## config.mk

```make
export PLATFORM = sky130hd
export DESIGN_NAME = fma_top
export DESIGN_NICKNAME = d
export VERILOG_FILES = /design/src/logic/fma_pkg.sv /design/src/logic/fma_issue_arbiter.sv /design/src/logic/fma_unpack_align.sv /design/src/logic/fma_add_norm.sv /design/src/logic/fma_round_pack.sv /design/src/logic/fma_top.sv
export VERILOG_INCLUDE_DIRS = /design/src /design/src/logic
export SDC_FILE = /design/constraint.sdc
export NUM_CORES = 2
export LEC_CHECK = 0
export ABC_AREA = 1
export BUFFER_PORTS_ARGS = -buffer_cell sky130_fd_sc_hd__buf_2
export CORE_MARGIN = 3
export CORE_UTILIZATION = 30
export CTS_BUF_LIST = sky130_fd_sc_hd__clkbuf_4
export DETAILED_ROUTE_END_ITERATION = 10
export PLACE_DENSITY = 0.43
export SLEW_MARGIN = 25
export SYNTH_ARGS = -nofsm -noshare
export SYNTH_HDL_FRONTEND = slang
export SYNTH_SLANG_ARGS = --single-unit
```

## constraint.sdc

```tcl
create_clock -name clk -period 16.7 [get_ports clk]
set_clock_uncertainty 0.15 [all_clocks]
set_input_delay 5.01 -clock clk [delete_from_list [all_inputs] [get_ports clk]]
set_output_delay 5.01 -clock clk [all_outputs]
set_load 0.05 [all_outputs]
```

## src/logic/fma_defines.svh

```systemverilog
/* fma shared parameters */

`ifndef FMA_DEFINES_SVH
`define FMA_DEFINES_SVH

// requesting ports sharing the datapath
`define FMA_PORTS 2

// port tag carried with each request and result
`define FMA_TAG_W 1

// aligned sum field with carry, 48-bit product and room for c and sticky
`define FMA_WIDE_W 76

// single precision exponent bias
`define FMA_BIAS 127

`endif

```

## src/logic/fma_pkg.sv

```systemverilog
/* fma shared types */

`include "fma_defines.svh"

package fma_pkg;

  typedef struct packed {
    logic        sign;
    logic [7:0]  exp;
    logic [22:0] frac;
  } fp32_t;

  typedef struct packed {
    fp32_t                 a;
    fp32_t                 b;
    fp32_t                 c;
    logic [`FMA_TAG_W-1:0] tag;  // set by the arbiter
  } fma_req_t;

  typedef struct packed {
    fp32_t                 result;
    logic [`FMA_TAG_W-1:0] tag;
  } fma_rsp_t;

  // stage 1 to stage 2
  typedef struct packed {
    logic                   valid;
    logic [`FMA_TAG_W-1:0]  tag;
    logic [`FMA_WIDE_W-1:0] prod;    // product, bit 72 weighs 2^exp
    logic [`FMA_WIDE_W-1:0] addend;  // aligned c
    logic                   sub;     // effective subtraction
    logic                   sign_p;
    logic                   sign_c;
    logic signed [9:0]      exp;     // product exponent, or c's minus one when c dominates
    logic                   p_zero;  // product is zero
    logic                   c_far;   // c wholly below the field, sticky only
  } align_t;

  // stage 2 to stage 3
  typedef struct packed {
    logic                  valid;
    logic [`FMA_TAG_W-1:0] tag;
    logic                  sign;
    logic signed [9:0]     exp;   // biased, may be out of range
    logic [23:0]           mant;  // bit 23 is the hidden one
    logic                  guard;
    logic                  round;
    logic                  sticky;
    logic                  zero;  // exact zero sum
  } norm_t;

endpackage

```

## src/logic/fma_issue_arbiter.sv

```systemverilog
/* fma round-robin issue */

`timescale 1ns/100ps
`include "fma_defines.svh"

module fma_issue_arbiter #(
  parameter int n_ports = `FMA_PORTS
) (
  input  logic              clk,
  input  logic              reset,
  input  logic [n_ports-1:0] req_valid,
  input  fma_pkg::fma_req_t req [n_ports],
  output logic [n_ports-1:0] busy,
  output logic              issue_valid,
  output fma_pkg::fma_req_t issue
);
  localparam int PTR_W = (n_ports > 1) ? $clog2(n_ports) : 1;
  localparam int TAG_W = `FMA_TAG_W;

  fma_pkg::fma_req_t slot [n_ports];  // one pending request per port
  logic [n_ports-1:0] full;
  logic [PTR_W-1:0]   ptr;            // first port to look at
  logic               grant_found;
  logic [PTR_W-1:0]   grant;

  // first full slot at or after the pointer
  always_comb begin
    int idx;
    grant_found = 1'b0;
    grant = '0;
    for (int i = 0; i < n_ports; i++) begin
      idx = int'(ptr) + i;
      if (idx >= n_ports) idx = idx - n_ports;  // wrap
      if (!grant_found && full[idx]) begin
        grant_found = 1'b1;
        grant = PTR_W'(idx);
      end
    end
  end

  assign busy = full;

  always_ff @(posedge clk) begin
    for (int p = 0; p < n_ports; p++) begin
      if (req_valid[p] && !full[p]) begin
        slot[p] <= req[p];
        slot[p].tag <= TAG_W'(p);  // requesters leave the tag open
      end
    end
  end

  always_ff @(posedge clk) begin
    if (reset) begin
      full <= '0;
      ptr <= '0;
    end else begin
      for (int p = 0; p < n_ports; p++) begin
        if (grant_found && grant == PTR_W'(p)) full[p] <= 1'b0;  // issued this edge
        else if (req_valid[p]) full[p] <= 1'b1;
      end
      if (grant_found) ptr <= (grant == PTR_W'(n_ports - 1)) ? '0 : grant + 1'b1;
    end
  end

  always_ff @(posedge clk) begin
    issue <= slot[grant];
    if (reset) issue_valid <= 1'b0;
    else issue_valid <= grant_found;
  end

endmodule

```

## src/logic/fma_unpack_align.sv

```systemverilog
/* fma stage 1, unpack and align */

`timescale 1ns/100ps
`include "fma_defines.svh"

module fma_unpack_align (
  input  logic              clk,
  input  logic              reset,
  input  logic              issue_valid,
  input  fma_pkg::fma_req_t issue,
  output fma_pkg::align_t   align
);
  localparam int W = `FMA_WIDE_W;
  localparam logic signed [9:0] BIAS = `FMA_BIAS;

  // right shift, bits falling off are or-ed into bit 0
  function automatic logic [W-1:0] shr_sticky(input logic [W-1:0] x, input logic [9:0] s);
    logic [2*W-1:0] t;
    logic [9:0]     n;
    n = (s > 10'(W)) ? 10'(W) : s;  // saturate, all of x goes to sticky
    t = {x, {W{1'b0}}} >> n;
    return {t[2*W-1:W+1], t[W] | (|t[W-1:0])};
  endfunction

  logic [23:0]       ma, mb, mc;
  logic signed [9:0] ea, eb, ec;
  logic signed [9:0] ep;      // product exponent
  logic signed [9:0] d;       // c exponent minus product exponent
  logic              p_zero, c_zero;
  logic              c_dom;   // c sits above the product
  logic              sign_p;
  logic [47:0]       prod;
  logic [9:0]        rp, rc;  // right shifts of product and c
  fma_pkg::align_t   align_d;

  // subnormals count as zero
  assign ma = (issue.a.exp != 8'd0) ? {1'b1, issue.a.frac} : 24'd0;
  assign mb = (issue.b.exp != 8'd0) ? {1'b1, issue.b.frac} : 24'd0;
  assign mc = (issue.c.exp != 8'd0) ? {1'b1, issue.c.frac} : 24'd0;
  assign p_zero = (issue.a.exp == 8'd0) || (issue.b.exp == 8'd0);
  assign c_zero = (issue.c.exp == 8'd0);

  assign ea = $signed({2'b00, issue.a.exp}) - BIAS;
  assign eb = $signed({2'b00, issue.b.exp}) - BIAS;
  assign ec = $signed({2'b00, issue.c.exp}) - BIAS;
  assign ep = ea + eb;
  assign d = ec - ep;

  assign prod = ma * mb;
  assign sign_p = issue.a.sign ^ issue.b.sign;

  // a zero product never pushes c out of the field
  assign c_dom = !c_zero && (p_zero || d > 10'sd1);
  assign rp = c_dom ? 10'(d - 10'sd1) : 10'd0;
  assign rc = c_dom ? 10'd0 : 10'(10'sd1 - d);

  always_comb begin
    align_d.valid = issue_valid;
    align_d.tag = issue.tag;
    align_d.prod = shr_sticky({{(W-74){1'b0}}, prod, 26'd0}, rp);    // product at [73:26]
    align_d.addend = shr_sticky({{(W-74){1'b0}}, mc, 50'd0}, rc);    // c top at bit 73
    align_d.sub = sign_p ^ issue.c.sign;
    align_d.sign_p = sign_p;
    align_d.sign_c = issue.c.sign;
    align_d.exp = c_dom ? ec - 10'sd1 : ep;
    align_d.p_zero = p_zero;
    align_d.c_far = !c_dom && (rc > 10'd73);
  end

  always_ff @(posedge clk) begin
    align <= align_d;
    if (reset) align.valid <= 1'b0;
  end

endmodule

```

## src/logic/fma_add_norm.sv

```systemverilog
/* fma stage 2, add and normalize */

`timescale 1ns/100ps
`include "fma_defines.svh"

module fma_add_norm (
  input  logic            clk,
  input  logic            reset,
  input  fma_pkg::align_t align,
  output fma_pkg::norm_t  norm
);
  localparam int W = `FMA_WIDE_W;
  // field bit 72 weighs 2^exp, the leading one ends up at bit W-1
  localparam logic [9:0] EXP_ADJ = 10'(`FMA_BIAS - 72);

  logic           c_big;    // c magnitude above the product
  logic [W-1:0]   sum;
  logic [W-1:0]   shifted;
  logic [6:0]     pos;      // leading one position
  logic           zero;
  fma_pkg::norm_t norm_d;

  assign c_big = !align.c_far && (align.p_zero || align.addend > align.prod);

  // magnitude add or larger minus smaller
  always_comb begin
    if (!align.sub) sum = align.prod + align.addend;
    else if (c_big) sum = align.addend - align.prod;
    else sum = align.prod - align.addend;
  end

  // leading one search, highest set bit wins
  always_comb begin
    pos = '0;
    for (int i = 0; i < W; i++) begin
      if (sum[i]) pos = 7'(i);
    end
  end

  assign zero = (sum == '0);
  assign shifted = sum << (7'(W - 1) - pos);

  always_comb begin
    norm_d.valid = align.valid;
    norm_d.tag = align.tag;
    if (zero) begin
      norm_d.sign = align.sign_p & align.sign_c;  // -0 only from two negative zeros
      norm_d.exp = '0;
    end else begin
      norm_d.sign = c_big ? align.sign_c : align.sign_p;
      norm_d.exp = align.exp + 10'(pos) + EXP_ADJ;  // biased
    end
    norm_d.mant = shifted[W-1:W-24];
    norm_d.guard = shifted[W-25];
    norm_d.round = shifted[W-26];
    norm_d.sticky = |shifted[W-27:0];
    norm_d.zero = zero;
  end

  always_ff @(posedge clk) begin
    norm <= norm_d;
    if (reset) norm.valid <= 1'b0;
  end

endmodule

```

## src/logic/fma_round_pack.sv

```systemverilog
/* fma stage 3, round and pack */

`timescale 1ns/100ps

module fma_round_pack (
  input  logic              clk,
  input  logic              reset,
  input  fma_pkg::norm_t    norm,
  output logic              rsp_valid,
  output fma_pkg::fma_rsp_t rsp
);
  logic              inc;
  logic [24:0]       mant_r;  // bit 24 is the rounding carry
  logic signed [9:0] exp_r;
  logic [22:0]       frac;
  logic              flush;
  fma_pkg::fma_rsp_t rsp_d;

  // nearest even
  assign inc = norm.guard & (norm.round | norm.sticky | norm.mant[0]);
  assign mant_r = {1'b0, norm.mant} + 25'(inc);

  // carry out renormalizes by one place
  assign exp_r = norm.exp + 10'(mant_r[24]);
  assign frac = mant_r[24] ? mant_r[23:1] : mant_r[22:0];

  // below the normal range goes to signed zero
  assign flush = norm.zero || (exp_r < 10'sd1);

  always_comb begin
    rsp_d.tag = norm.tag;
    rsp_d.result.sign = norm.sign;
    rsp_d.result.exp = flush ? 8'd0 : exp_r[7:0];
    rsp_d.result.frac = flush ? 23'd0 : frac;
  end

  always_ff @(posedge clk) begin
    rsp <= rsp_d;
    if (reset) rsp_valid <= 1'b0;
    else rsp_valid <= norm.valid;
  end

endmodule

```

## src/logic/fma_top.sv

```systemverilog
/* shared fma unit */

`timescale 1ns/100ps
`include "fma_defines.svh"

module fma_top (
  input  logic                  clk,
  input  logic                  reset,
  input  logic [`FMA_PORTS-1:0] req_valid,
  input  fma_pkg::fma_req_t     req [`FMA_PORTS],
  output logic [`FMA_PORTS-1:0] busy,
  output logic                  rsp_valid,
  output fma_pkg::fma_rsp_t     rsp
);
  logic              issue_valid;
  fma_pkg::fma_req_t issue;
  fma_pkg::align_t   align;
  fma_pkg::norm_t    norm;

  fma_issue_arbiter #(
    .n_ports(`FMA_PORTS)
  ) i_arbiter (
    .clk(clk),
    .reset(reset),
    .req_valid(req_valid),
    .req(req),
    .busy(busy),
    .issue_valid(issue_valid),
    .issue(issue)
  );

  fma_unpack_align i_unpack_align (
    .clk(clk),
    .reset(reset),
    .issue_valid(issue_valid),
    .issue(issue),
    .align(align)
  );

  fma_add_norm i_add_norm (
    .clk(clk),
    .reset(reset),
    .align(align),
    .norm(norm)
  );

  fma_round_pack i_round_pack (
    .clk(clk),
    .reset(reset),
    .norm(norm),
    .rsp_valid(rsp_valid),
    .rsp(rsp)
  );

endmodule

```

==> results.cfg <==
[cells_and_area]
utilization_pct = 32.9
layout_common_cells = inv_1, nand2_1, nor2_1, o21ai_0, a21oi_1
drive_gt1_share_pct = 7.98
layout_commonest_cell = inv_1
fin_nets = 9947
fillers = 22400
area_growth_pct = 8.81

[setup_path]
cpPeakStageDelay_ps = 640
cp-end-kind = flop
worstPathMaxFanout = 84
crit_required_ps = 17590
reg2reg_from = i_unpack_align.align[17]
startpoint = i_unpack_align.align[17]
start_kind = flop
arrival_ps = 14990
cp_slowest_cell = buf_4
rrSetupSlack_ps = 2610
worst_path_most_repeated_cell = nand2_1
crit_type = reg -> reg
critPathCapture = i_add_norm.norm[1]
worst_r2r_endpoint = i_add_norm.norm[1]
r2r_cells = 81

[grt]
globalRouteOverflowTotal = 0
antenna_found_initial = 10
grt_max_degree = 90
grt_pass1_wl_um = 372000
grt_pass1_vias = 58100
grt_use_total_pct = 23.6

[logic_synthesis]
yosys.area.top_type = fa_1
yosys_warnings = 0
ys_ff_latch = 534
synth_area_per_cell_um2 = 7.01
ys_types = 73
synth_nets = 9863
synth.top_cell.area_share_pct = 16.0
synth-seq-area-share_pct = 20.6
synth-edff-count = 192
async_flop_share_pct = 0
syn-cell-area_mm2 = 0.0612
syn_inst = 8736
ys_top_cells_by_area = fa_1, dfxtp_1, inv_1
synth_ff_type = dfxtp_1

[clock_network]
clk_pin_slew_ps = 60
cts_max_level = 4
clockBufferDepth = 3
cts_resized = 0
numCtsBuffers = 154
post-cts-setup-buffers = 0
cts_root_buffer = clkbuf_4
cts_tree = built
cts_hold_buf = 0
cts_sinks = 534
clkLatencyLatePin_ps = 1190

[floorplanning]
initial_core_util_pct = 30.2
dieHeight_um = 458
die_w_um = 458
row_count = 165
ios = 234
die_area_mm2 = 0.210
design.core.area_mm2 = 0.203

[run_status]
status = finished, final reports clean

[sta]
slew_viol_final = 0
rsz0062_at_grt = false
post-route-period-util_pct = 84.4
timing.setup.tns_ps = 0
fmax_mhz = 71.0
fin_crit_ps = 14090
worst_pin_slew_ps = 1140
maxSlewHeadroom_pct = 23.7
finalSetupViolations = 0
hold_viol = 0
setup_slack_ps = 2610

[placement]
portBuffers = 231
dpl.hpwl_um = 208000
place_ws_ps = 2670
gp_congestion = 1.01

[run]
cap_violations = 0

[routing]
postRouteAntennaNets = 0
vias_per_cell = 4.96
wl_um = 250000
drt_first_pass_iters = 6
vias = 57700
wl_per_cell_um = 21.5
drc_errors = 0
drtIter0Drc = 4327

[min_path]
hold_class = reg -> reg
-- metrics by stage --
stage | hold WS [ps] | instances | cell area, µm²
after floorplan | 160 | 8736 | 61200
after global placement | 161 | 11300 | 64600
after detailed placement | 165 | 11300 | 64600
after CTS | 181 | 11600 | 66600
after global routing | 184 | 11600 | 66600
final | 178 | 11600 | 66600
-- cells in the mapped netlist, types with 9 or more instances --
master        n
a211oi_1     19
a21boi_1     10
a21o_1       25
a21oi_1     533
a31oi_1      46
buf_1        28
buf_2        62
buf_4        45
clkbuf_1    215
clkinv_1     16
dfxtp_1     342
edfxtp_1    192
fa_1        488
ha_1        441
inv_1      1603
inv_2        16
mux2_2       96
mux2i_1      25
nand2_1    1455
nand3_1     495
nand3b_1      9
nand4_1      36
nor2_1     1269
nor3_1       77
nor4_1       26
o2111ai_1    10
o211ai_1     32
o21a_1       17
o21ai_0     589
o21ai_1      94
o21bai_1     18
o221ai_1     19
o22ai_1      40
o311ai_0     10
o31ai_1      20
or2_2        23
xnor2_1      30
xor2_1      168
-- metal layers --
metal | share of wire (%) | wire, µm | GRT usage (%)
met1 | 44 | 111000 | 30.7
met2 | 47 | 117000 | 39.5
met3 | 4.5 | 11200 | 2.83
met4 | 4.3 | 10800 | 9.64
met5 | 0.0048 | 12 | 0
-- logic make-up after synthesis --
| group | Yosys count | share of synthesized area [%] |
|---|---|---|
| AO/OA/AOI/OAI | 1540 | 13.9 |
| multiplexers | 121 | 2.17 |
| adder cells (fa/ha/maj) | 929 | 25.0 |
| buffers and inverters | 1992 | 12.7 |
| XOR/XNOR | 199 | 2.86 |
| AND/OR/NAND/NOR | 3421 | 22.7 |
| flip-flops | 534 | 20.6 |
-- sequential cells by signal, indices dropped and copies added (netlist names) --
register / count
i_arbiter.slot: 193
i_unpack_align.align: 165
i_arbiter.issue: 97
i_add_norm.norm: 41
i_round_pack.rsp: 33
i_arbiter.busy: 2
i_arbiter.issue_valid: 1
i_arbiter.ptr: 1
i_round_pack.rsp_valid: 1
-- critical path: cells and delay by family, from the launching register on --
kind	cells	cell delay [ps]
XOR/XNOR	1	490
AO/OA/AOI/OAI	15	3690
adder cells (fa/ha/maj)	2	750
flip-flops	1	610
AND/OR/NAND/NOR	54	5560
buffers and inverters	9	2610
-- cell type report --
class / count / area [µm²] / area share, %
multi-input combinational: 6210 / 40900 / 61.4
sequential: 534 / 12600 / 18.9
inverter: 1635 / 6140 / 9.21
tap: 2672 / 3340 / 5.02
clock buffer: 216 / 1620 / 2.43
timing repair buffer: 285 / 1560 / 2.34
clock inverter: 60 / 370 / 0.556
antenna: 13 / 32.5 / 0.0488
-- worst min path at each step --
| stage | start | end | slack, ps | cells past startpoint |
|---|---|---|---|---|
| floorplan | i_unpack_align.align[167] | i_add_norm.norm[39] | 160 | 0 |
| global route | i_arbiter.issue[0] | i_unpack_align.align[167] | 180 | 0 |
| CTS | i_arbiter.issue[0] | i_unpack_align.align[167] | 180 | 0 |
| detailed placement | i_arbiter.issue[0] | i_unpack_align.align[167] | 160 | 0 |
| finish | i_arbiter.issue[0] | i_unpack_align.align[167] | 180 | 0 |
| global placement | i_arbiter.issue[0] | i_unpack_align.align[167] | 160 | 0 |
Power is left out: the tool's default activity adds up to more than one toggle a clock period on the data nets, which glitch-free logic cannot reach.
